File: config.mk
export PLATFORM = sky130hd
export DESIGN_NAME = fft_pipe
export DESIGN_NICKNAME = d
export VERILOG_FILES = /design/src/logic/fft_pkg.sv /design/src/logic/cascade_stage.sv /design/src/logic/fft_control.sv /design/src/logic/fft_pipe.sv /design/src/logic/frame_loader.sv /design/src/logic/radix2_butterfly.sv
export VERILOG_INCLUDE_DIRS = /design/src /design/src/logic
export SDC_FILE = /design/constraint.sdc
export NUM_CORES = 1
export LEC_CHECK = 0
export BUFFER_PORTS_ARGS = -buffer_cell sky130_fd_sc_hd__buf_2
export CAP_MARGIN = 20
export CELL_PAD_IN_SITES_DETAIL_PLACEMENT = 0
export CELL_PAD_IN_SITES_GLOBAL_PLACEMENT = 1
export CORE_ASPECT_RATIO = 1.25
export CORE_MARGIN = 2
export CORE_UTILIZATION = 60
export CTS_BUF_LIST = sky130_fd_sc_hd__clkbuf_8
export DETAILED_ROUTE_END_ITERATION = 12
export GPL_TIMING_DRIVEN = 0
export HOLD_SLACK_MARGIN = 0.05
export PLACE_DENSITY = 0.94
export SLEW_MARGIN = 10
export SYNTH_ARGS = -nofsm -noshare
export SYNTH_HDL_FRONTEND = slang
export SYNTH_SLANG_ARGS = --single-unit
File: constraint.sdc
create_clock -name clk -period 7.17 [get_ports clk]
set_clock_uncertainty 0.05 [all_clocks]
set_input_delay 0.3585 -clock clk [delete_from_list [all_inputs] [get_ports clk]]
set_output_delay 0.3585 -clock clk [all_outputs]
set_load 0.02 [all_outputs]
File: src/logic/fft_settings.svh
`ifndef FFT_SETTINGS_SVH
`define FFT_SETTINGS_SVH

// real or imaginary part of a host sample
`define FFT_IN_W 12
// one bit of growth per stage
`define FFT_OUT_W (`FFT_IN_W + 2)

`define FFT_POW 2
`define FFT_N 4

`endif

File: src/logic/fft_pkg.sv
`default_nettype none
`include "fft_settings.svh"

package fft_pkg;

	// complex sample carried at the output width through every stage
	typedef struct packed {
		logic signed [`FFT_OUT_W-1:0] re;
		logic signed [`FFT_OUT_W-1:0] im;
	} cplx_t;

	// read request toward the memory of the stage above
	typedef struct packed {
		logic [`FFT_POW-1:0] rdaddr;
		logic                rdack;   // last read of a frame
		logic                rden;    // high while reading
	} link_t;

endpackage : fft_pkg

`default_nettype wire

File: src/logic/cascade_stage.sv
`timescale 1ns/1ps
`default_nettype none
`include "fft_settings.svh"

module cascade_stage #(
	parameter int POW = 2   // half span is 2**(POW-1)
) (
	input  wire                 clk,
	input  wire                 aclr,
	input  wire                 up_ready,
	input  wire fft_pkg::cplx_t up_data,
	input  wire fft_pkg::link_t down_link,
	output fft_pkg::link_t      up_link,
	output logic                ready,
	output fft_pkg::cplx_t      data
);

	localparam int WR_DLY = 5;   // memory read plus butterfly

	logic                busy;
	logic [`FFT_POW-1:0] cnt;
	logic                bf_sync;
	logic                bf_tw;
	fft_pkg::cplx_t      bf_y;
	logic [WR_DLY-1:0]   wr_vld;
	logic [`FFT_POW-1:0] wr_cnt [WR_DLY];
	logic                wr_en;
	logic                frame_out;
	logic                rd_done;
	logic                wr_buf;
	logic                rd_buf;
	logic [1:0]          full_cnt;
	fft_pkg::cplx_t      mem [2][`FFT_N];

	// pair order moves the low counter bit up to the span bit
	function automatic logic [`FFT_POW-1:0] pair_order(input logic [`FFT_POW-1:0] c);
		logic [`FFT_POW-1:0] r;
		r = c;
		for (int i = 0; i < POW - 1; i++)
			r[i] = c[i + 1];
		r[POW - 1] = c[0];
		return r;
	endfunction

	always_ff @(posedge clk or posedge aclr)
		if (aclr)
		begin
			busy <= 1'b0;
			cnt  <= '0;
		end
		else if (busy)
		begin
			cnt <= cnt + 1'b1;
			if (&cnt)
				busy <= 1'b0;
		end
		else if (up_ready)
			busy <= 1'b1;

	always_comb
	begin
		up_link.rdaddr = pair_order(cnt);
		up_link.rdack  = busy && (&cnt);
		up_link.rden   = busy;
	end

	// aligned with data coming back from above
	always_ff @(posedge clk or posedge aclr)
		if (aclr)
		begin
			bf_sync <= 1'b0;
			bf_tw   <= 1'b0;
		end
		else
		begin
			bf_sync <= busy && !cnt[0];
			bf_tw   <= busy && cnt[`FFT_POW-1] && (POW == 2);   // second pair only
		end

	radix2_butterfly u_bf (
		.clk     (clk),
		.aclr    (aclr),
		.sync    (bf_sync),
		.twiddle (bf_tw),
		.a       (up_data),
		.y       (bf_y)
	);

	always_ff @(posedge clk or posedge aclr)
		if (aclr)
			wr_vld <= '0;
		else
			wr_vld <= {wr_vld[WR_DLY-2:0], busy};

	always_ff @(posedge clk)
	begin
		wr_cnt[0] <= cnt;
		for (int i = 1; i < WR_DLY; i++)
			wr_cnt[i] <= wr_cnt[i - 1];
	end

	assign wr_en     = wr_vld[WR_DLY-1];
	assign frame_out = wr_en && (&wr_cnt[WR_DLY-1]);
	assign rd_done   = down_link.rdack && ready;
	assign ready     = full_cnt != 2'd0;

	// sum lands on the lower index, difference on the upper
	always_ff @(posedge clk)
		if (wr_en)
			mem[wr_buf][pair_order(wr_cnt[WR_DLY-1])] <= bf_y;

	always_ff @(posedge clk)
		if (down_link.rden)
			data <= mem[rd_buf][down_link.rdaddr];

	always_ff @(posedge clk or posedge aclr)
		if (aclr)
		begin
			wr_buf   <= 1'b0;
			rd_buf   <= 1'b0;
			full_cnt <= 2'd0;
		end
		else
		begin
			if (frame_out)
				wr_buf <= ~wr_buf;
			if (rd_done)
				rd_buf <= ~rd_buf;
			if (frame_out && !rd_done)
				full_cnt <= full_cnt + 2'd1;
			else if (rd_done && !frame_out)
				full_cnt <= full_cnt - 2'd1;
		end

endmodule : cascade_stage

`default_nettype wire

File: src/logic/fft_control.sv
`timescale 1ns/1ps
`default_nettype none
`include "fft_settings.svh"

module fft_control (
	input  wire                 clk,
	input  wire                 aclr,
	input  wire                 ready0,
	input  wire                 ready2,
	input  wire fft_pkg::cplx_t data2,
	output fft_pkg::link_t      link2,
	output logic                out_valid,
	output logic                out_last,
	output fft_pkg::cplx_t      out_sample,
	output logic [15:0]         frames_done
);

	logic                busy;
	logic [`FFT_POW-1:0] cnt;
	logic                vld_d;
	logic                last_d;

	function automatic logic [`FFT_POW-1:0] bit_rev(input logic [`FFT_POW-1:0] c);
		logic [`FFT_POW-1:0] r;
		for (int i = 0; i < `FFT_POW; i++)
			r[i] = c[`FFT_POW-1-i];
		return r;
	endfunction

	always_ff @(posedge clk or posedge aclr)
		if (aclr)
		begin
			busy <= 1'b0;
			cnt  <= '0;
		end
		else if (busy)
		begin
			cnt <= cnt + 1'b1;
			if (&cnt)
				busy <= 1'b0;
		end
		else if (ready2)
			busy <= 1'b1;

	always_comb
	begin
		link2.rdaddr = bit_rev(cnt);   // bins leave in natural order
		link2.rdack  = busy && (&cnt);
		link2.rden   = busy;
	end

	always_ff @(posedge clk or posedge aclr)
		if (aclr)
		begin
			vld_d       <= 1'b0;
			last_d      <= 1'b0;
			out_valid   <= 1'b0;
			out_last    <= 1'b0;
			frames_done <= 16'd0;
		end
		else
		begin
			vld_d     <= busy;
			last_d    <= link2.rdack;
			out_valid <= vld_d;
			out_last  <= last_d;
			if (last_d)
				frames_done <= frames_done + 16'd1;
		end

	always_ff @(posedge clk)
		out_sample <= data2;

endmodule : fft_control

`default_nettype wire

File: src/logic/fft_pipe.sv
`timescale 1ns/1ps
`default_nettype none

module fft_pipe (
	input  wire                 clk,
	input  wire                 aclr,
	input  wire                 in_valid,
	input  wire fft_pkg::cplx_t in_sample,
	output logic                in_ready,
	output logic                out_valid,
	output logic                out_last,
	output fft_pkg::cplx_t      out_sample,
	output logic [15:0]         frames_done
);

	fft_pkg::link_t link0;
	fft_pkg::link_t link1;
	fft_pkg::link_t link2;
	fft_pkg::cplx_t data0;
	fft_pkg::cplx_t data1;
	fft_pkg::cplx_t data2;
	logic           ready0;
	logic           ready1;
	logic           ready2;

	frame_loader u_loader (
		.clk       (clk),
		.aclr      (aclr),
		.in_valid  (in_valid),
		.in_sample (in_sample),
		.link      (link0),
		.in_ready  (in_ready),
		.ready     (ready0),
		.data      (data0)
	);

	// span 2 first with twiddle on the second pair
	cascade_stage #(.POW(2)) u_stage_a (
		.clk       (clk),
		.aclr      (aclr),
		.up_ready  (ready0),
		.up_data   (data0),
		.down_link (link1),
		.up_link   (link0),
		.ready     (ready1),
		.data      (data1)
	);

	cascade_stage #(.POW(1)) u_stage_b (
		.clk       (clk),
		.aclr      (aclr),
		.up_ready  (ready1),
		.up_data   (data1),
		.down_link (link2),
		.up_link   (link1),
		.ready     (ready2),
		.data      (data2)
	);

	fft_control u_control (
		.clk         (clk),
		.aclr        (aclr),
		.ready0      (ready0),
		.ready2      (ready2),
		.data2       (data2),
		.link2       (link2),
		.out_valid   (out_valid),
		.out_last    (out_last),
		.out_sample  (out_sample),
		.frames_done (frames_done)
	);

endmodule : fft_pipe

`default_nettype wire

File: src/logic/frame_loader.sv
`timescale 1ns/1ps
`default_nettype none
`include "fft_settings.svh"

module frame_loader (
	input  wire                 clk,
	input  wire                 aclr,
	input  wire                 in_valid,
	input  wire fft_pkg::cplx_t in_sample,
	input  wire fft_pkg::link_t link,
	output logic                in_ready,
	output logic                ready,
	output fft_pkg::cplx_t      data
);

	logic [1:0]          full_cnt;   // frames waiting for stage a
	logic [`FFT_POW-1:0] wr_ptr;
	logic                wr_buf;
	logic                rd_buf;
	logic                accept;
	logic                frame_in;
	logic                rd_done;
	fft_pkg::cplx_t      mem [2][`FFT_N];

	assign in_ready = full_cnt != 2'd2;
	assign ready    = full_cnt != 2'd0;
	assign accept   = in_valid && in_ready;
	assign frame_in = accept && (&wr_ptr);   // fourth sample
	assign rd_done  = link.rdack && ready;

	always_ff @(posedge clk or posedge aclr)
		if (aclr)
		begin
			full_cnt <= 2'd0;
			wr_ptr   <= '0;
			wr_buf   <= 1'b0;
			rd_buf   <= 1'b0;
		end
		else
		begin
			if (accept)
				wr_ptr <= wr_ptr + 1'b1;
			if (frame_in)
				wr_buf <= ~wr_buf;
			if (rd_done)
				rd_buf <= ~rd_buf;
			if (frame_in && !rd_done)
				full_cnt <= full_cnt + 2'd1;
			else if (rd_done && !frame_in)
				full_cnt <= full_cnt - 2'd1;
		end

	always_ff @(posedge clk)
		if (accept)
			mem[wr_buf][wr_ptr] <= in_sample;

	// registered read with data one cycle after rdaddr
	always_ff @(posedge clk)
		if (link.rden)
			data <= mem[rd_buf][link.rdaddr];

endmodule : frame_loader

`default_nettype wire

File: src/logic/radix2_butterfly.sv
`timescale 1ns/1ps
`default_nettype none

module radix2_butterfly (
	input  wire                 clk,
	input  wire                 aclr,
	input  wire                 sync,
	input  wire                 twiddle,
	input  wire fft_pkg::cplx_t a,
	output fft_pkg::cplx_t      y
);

	logic [2:0]     sync_d;   // pair phase
	logic           tw_hold;
	logic           tw_s1;
	fft_pkg::cplx_t first;
	fft_pkg::cplx_t sum_s1;
	fft_pkg::cplx_t dif_s1;
	fft_pkg::cplx_t sum_s2;
	fft_pkg::cplx_t dif_s2;

	always_ff @(posedge clk or posedge aclr)
		if (aclr)
			sync_d <= 3'b000;
		else
			sync_d <= {sync_d[1:0], sync};

	always_ff @(posedge clk)
	begin
		if (sync)
		begin
			first   <= a;
			tw_hold <= twiddle;
		end
		if (sync_d[0])   // second sample of the pair
		begin
			sum_s1.re <= first.re + a.re;
			sum_s1.im <= first.im + a.im;
			dif_s1.re <= first.re - a.re;
			dif_s1.im <= first.im - a.im;
			tw_s1     <= tw_hold;
		end
		if (sync_d[1])
		begin
			sum_s2 <= sum_s1;
			if (tw_s1)
			begin
				// times minus j
				dif_s2.re <= dif_s1.im;
				dif_s2.im <= -dif_s1.re;
			end
			else
				dif_s2 <= dif_s1;
		end
		y <= sync_d[2] ? sum_s2 : dif_s2;   // sum first, difference next
	end

endmodule : radix2_butterfly

`default_nettype wire
==> flow_summary.toml <==
[outcome]
outcome = "finished clean"

[clock_tree]
clockBufferDepth = 3
cts_tree = "built"
clkLatencyLatePin_ns = 0.83
cts_made_buffers = 170
cts_sinks = 1198
h-tree-depth = 4
clk_pin_slew_worst_paths_ns = 0.06
cts_root_buffer = "clkbuf_8"

[sta]
hold_violations = 0
fin_crit_sh_pct = 40.7
fin_crit_ns = 2.91
maxSlewViolCount = 0
timing.final.ws_setup_ns = 4.26
worst_slew_pin_slew_ns = 0.989
slew_headroom_pct = 32.4
rsz0062_at_grt = "no"
max_freq_mhz = 343
setup_tns_ns = 0
setup_violations = 0

[die]
rows = 114
fp.dieW_um = 254
core-area_um2 = 77300
start_util_pct = 60.5
die_height_um = 316
die-area_um2 = 80200
ios = 78

[critical_path]
endpoint_kind = "register"
required_ns = 7.65
cp-start-kind = "register"
rr_worst_depth = 9
arrival_ns = 3.39
crit_type = "register to register"
path_max_fanout = 3

[power_and_ir_drop]
pwr_density_cell_nw_per_um2 = 509
peakVddDrop_uv = 308
p_leak_nw = 18.8

[route]
first_pass_iters = 5
viasPerCell = 5.65
wl_per_cell_um = 21.6
wl_um = 86500
drc = 0
drt_iter0_drc = 1305
final_antenna_net_count = 0
vias = 22700

[synthesis]
synth_flop_cell = "edfxtp_1"
yosysUniqueCellTypes = 69
yosys_warnings = 0
ys_ff_latch = 1198
synth-seq-area-share_pct = 74.0
synth-edff-count = 1032
syn_nets = 2659
async_flop_share_pct = 5.18
syn_inst = 2504
syn_area_um2 = 46800
synth.avg_cell_area_um2 = 18.7

[cells_and_area]
syn_to_final_growth_pct = 13.3
mostFrequentLayoutCell = "edfxtp_1"
drive_gt1_share_pct = 24.9
stdcell_area_um2 = 53000
final_nets = 2980
reg_top3 = "u_loader.mem: 224 flops, u_stage_a.mem: 224 flops, u_stage_b.mem: 224 flops"
mostFrequentLayoutCells = "edfxtp_1 (1032), inv_1 (195), clkbuf_8 (183), mux4_2 (168), mux2_2 (167)"

[global_route]
grt-ovfl-total = 0
grt_max_degree = 44
grt_usage_pct = 22.3
grt_pass1_wl_um = 135000
antenna_found_initial = 1
grt_pass1_vias = 24800

[placed_design]
place.gp.congestion = 0.921
placed_area_um2 = 49300
dp_hpwl_um = 57500
port_buffers = 77
dpl_worst_slack_ns = 4.30

[run]
maxCapViolCount = 0

[hold_path]
hold_path_depth = 0
worstHoldPathType = "register to register"
-- layout make-up --
cell class / count / area (um^2)
Sequential cell: 1198 / 34600
Fill cell: 4729 / 24300
Multi-Input combinational cell: 1096 / 11400
Clock buffer: 183 / 2520
Timing Repair Buffer: 149 / 1450
Tap cell: 1044 / 1310
Clock inverter: 129 / 825
Inverter: 122 / 460
Buffer: 88 / 367
Antenna cell: 1 / 2.50
-- through the flow --
| stage | hold WS [ns] | util, % | instances | power (mW) |
|---|---|---|---|---|
| final | 0.274 | 68.6 | 4010 | 27.0 |
| after global routing | 0.265 | 68.6 | 4010 | 28.5 |
| after CTS | 0.203 | 68.5 | 4009 | 27.2 |
| after detailed placement | 0.263 | 63.8 | 3666 | 21.9 |
| after global placement | 0.262 | 62.7 | 3625 | 21.1 |
| after floorplan | 0.260 | - | 2504 | 18.9 |
-- power breakdown --
part           switching [mW]  total (mW)  internal, mW
Sequential               1.41        12.7          11.3
Clock                    2.47        5.16          2.70
Combinational            5.00        9.08          4.09
Total                    8.87        27.0          18.1
-- synth_stat cells (5+ instances only) --
master,instances,area [um^2]
o21bai_1,14,105
a211oi_1,6,45.0
nor3_1,22,110
dfxtp_1,104,2080
nand2b_1,21,131
o211ai_1,11,82.6
a221oi_1,5,43.8
a21o_1,10,75.1
nor2_1,90,338
inv_1,122,458
xor2_1,41,359
mux2_2,167,1880
buf_1,18,67.6
a21oi_1,69,345
clkbuf_1,50,188
nand2_1,42,158
a31oi_1,6,37.5
o21a_1,13,97.6
xnor2_1,91,797
o31a_1,7,61.3
and3_1,11,68.8
o21ai_0,48,240
mux4_2,168,3780
nand3_1,22,110
ha_1,116,1450
o22ai_1,5,31.3
dfrtp_1,62,1550
nor4_1,8,50.1
edfxtp_1,1032,31000
o31ai_1,9,67.6
fa_1,8,160
nand4_1,9,56.3
nor2b_1,15,93.8
buf_2,17,85.1
and2_1,9,56.3
-- final timing paths --
| check | startpoint | end | slack, ns |
|---|---|---|---|
| worst max-delay path | u_stage_a.data[14] | u_stage_b.u_bf.sum_s1[24] | 4.26 |
| worst min-delay path | u_stage_a.wr_cnt[0][6] | u_stage_a.wr_cnt[0][8] | 0.27 |
| worst max register to register | u_stage_a.data[14] | u_stage_b.u_bf.sum_s1[24] | 4.26 |
| worst min register to register | u_stage_a.wr_cnt[0][6] | u_stage_a.wr_cnt[0][8] | 0.27 |
| max in group asynchronous | aclr | u_stage_b.busy | 5.82 |
| min in group asynchronous | aclr | u_loader.wr_buf | 0.65 |
-- repair_timing --
item / CTS / global route
hold endpoints to repair: 288 / 0
buffers inserted: 0 / 0
gates resized for setup: 0 / 0
hold buffers: 31 / 0
-- logic make-up (layout without fill, tap and decap cells) --
kind of cell	Yosys count	after routing	synth area share [%]
adders and majority gates	124	124	3.45
and+or+nand+nor	272	272	2.94
xor gates and xnor gates	132	132	2.47
DFF	1198	1198	74.0
other	0	1	0
muxes	335	335	12.1
AOI/OAI and AO/OA	233	233	3.24
buffers and inverters	210	671	1.76
-- per-layer routing --
metal | track usage (%) | vias up | part of all wire, %
li1 | - | 10400 | -
met1 | 22.8 | 11500 | 35
met2 | 44.0 | 638 | 58
met3 | 3.77 | 197 | 3.7
met4 | 10.1 | 0 | 3.6
met5 | 0 | - | 0
-- critical path, stage by stage (launching register included) --
cell and delay, ns:
edfxtp_1 0.43, ha_1 0.25, inv_1 0.08, fa_1 0.20, o21ba_2 0.17, o21ai_0 0.12, a2111oi_0 0.92, o31ai_1 0.12
a21oi_1 0.22, xor2_1 0.09
Power figures use the tool's default switching activity.
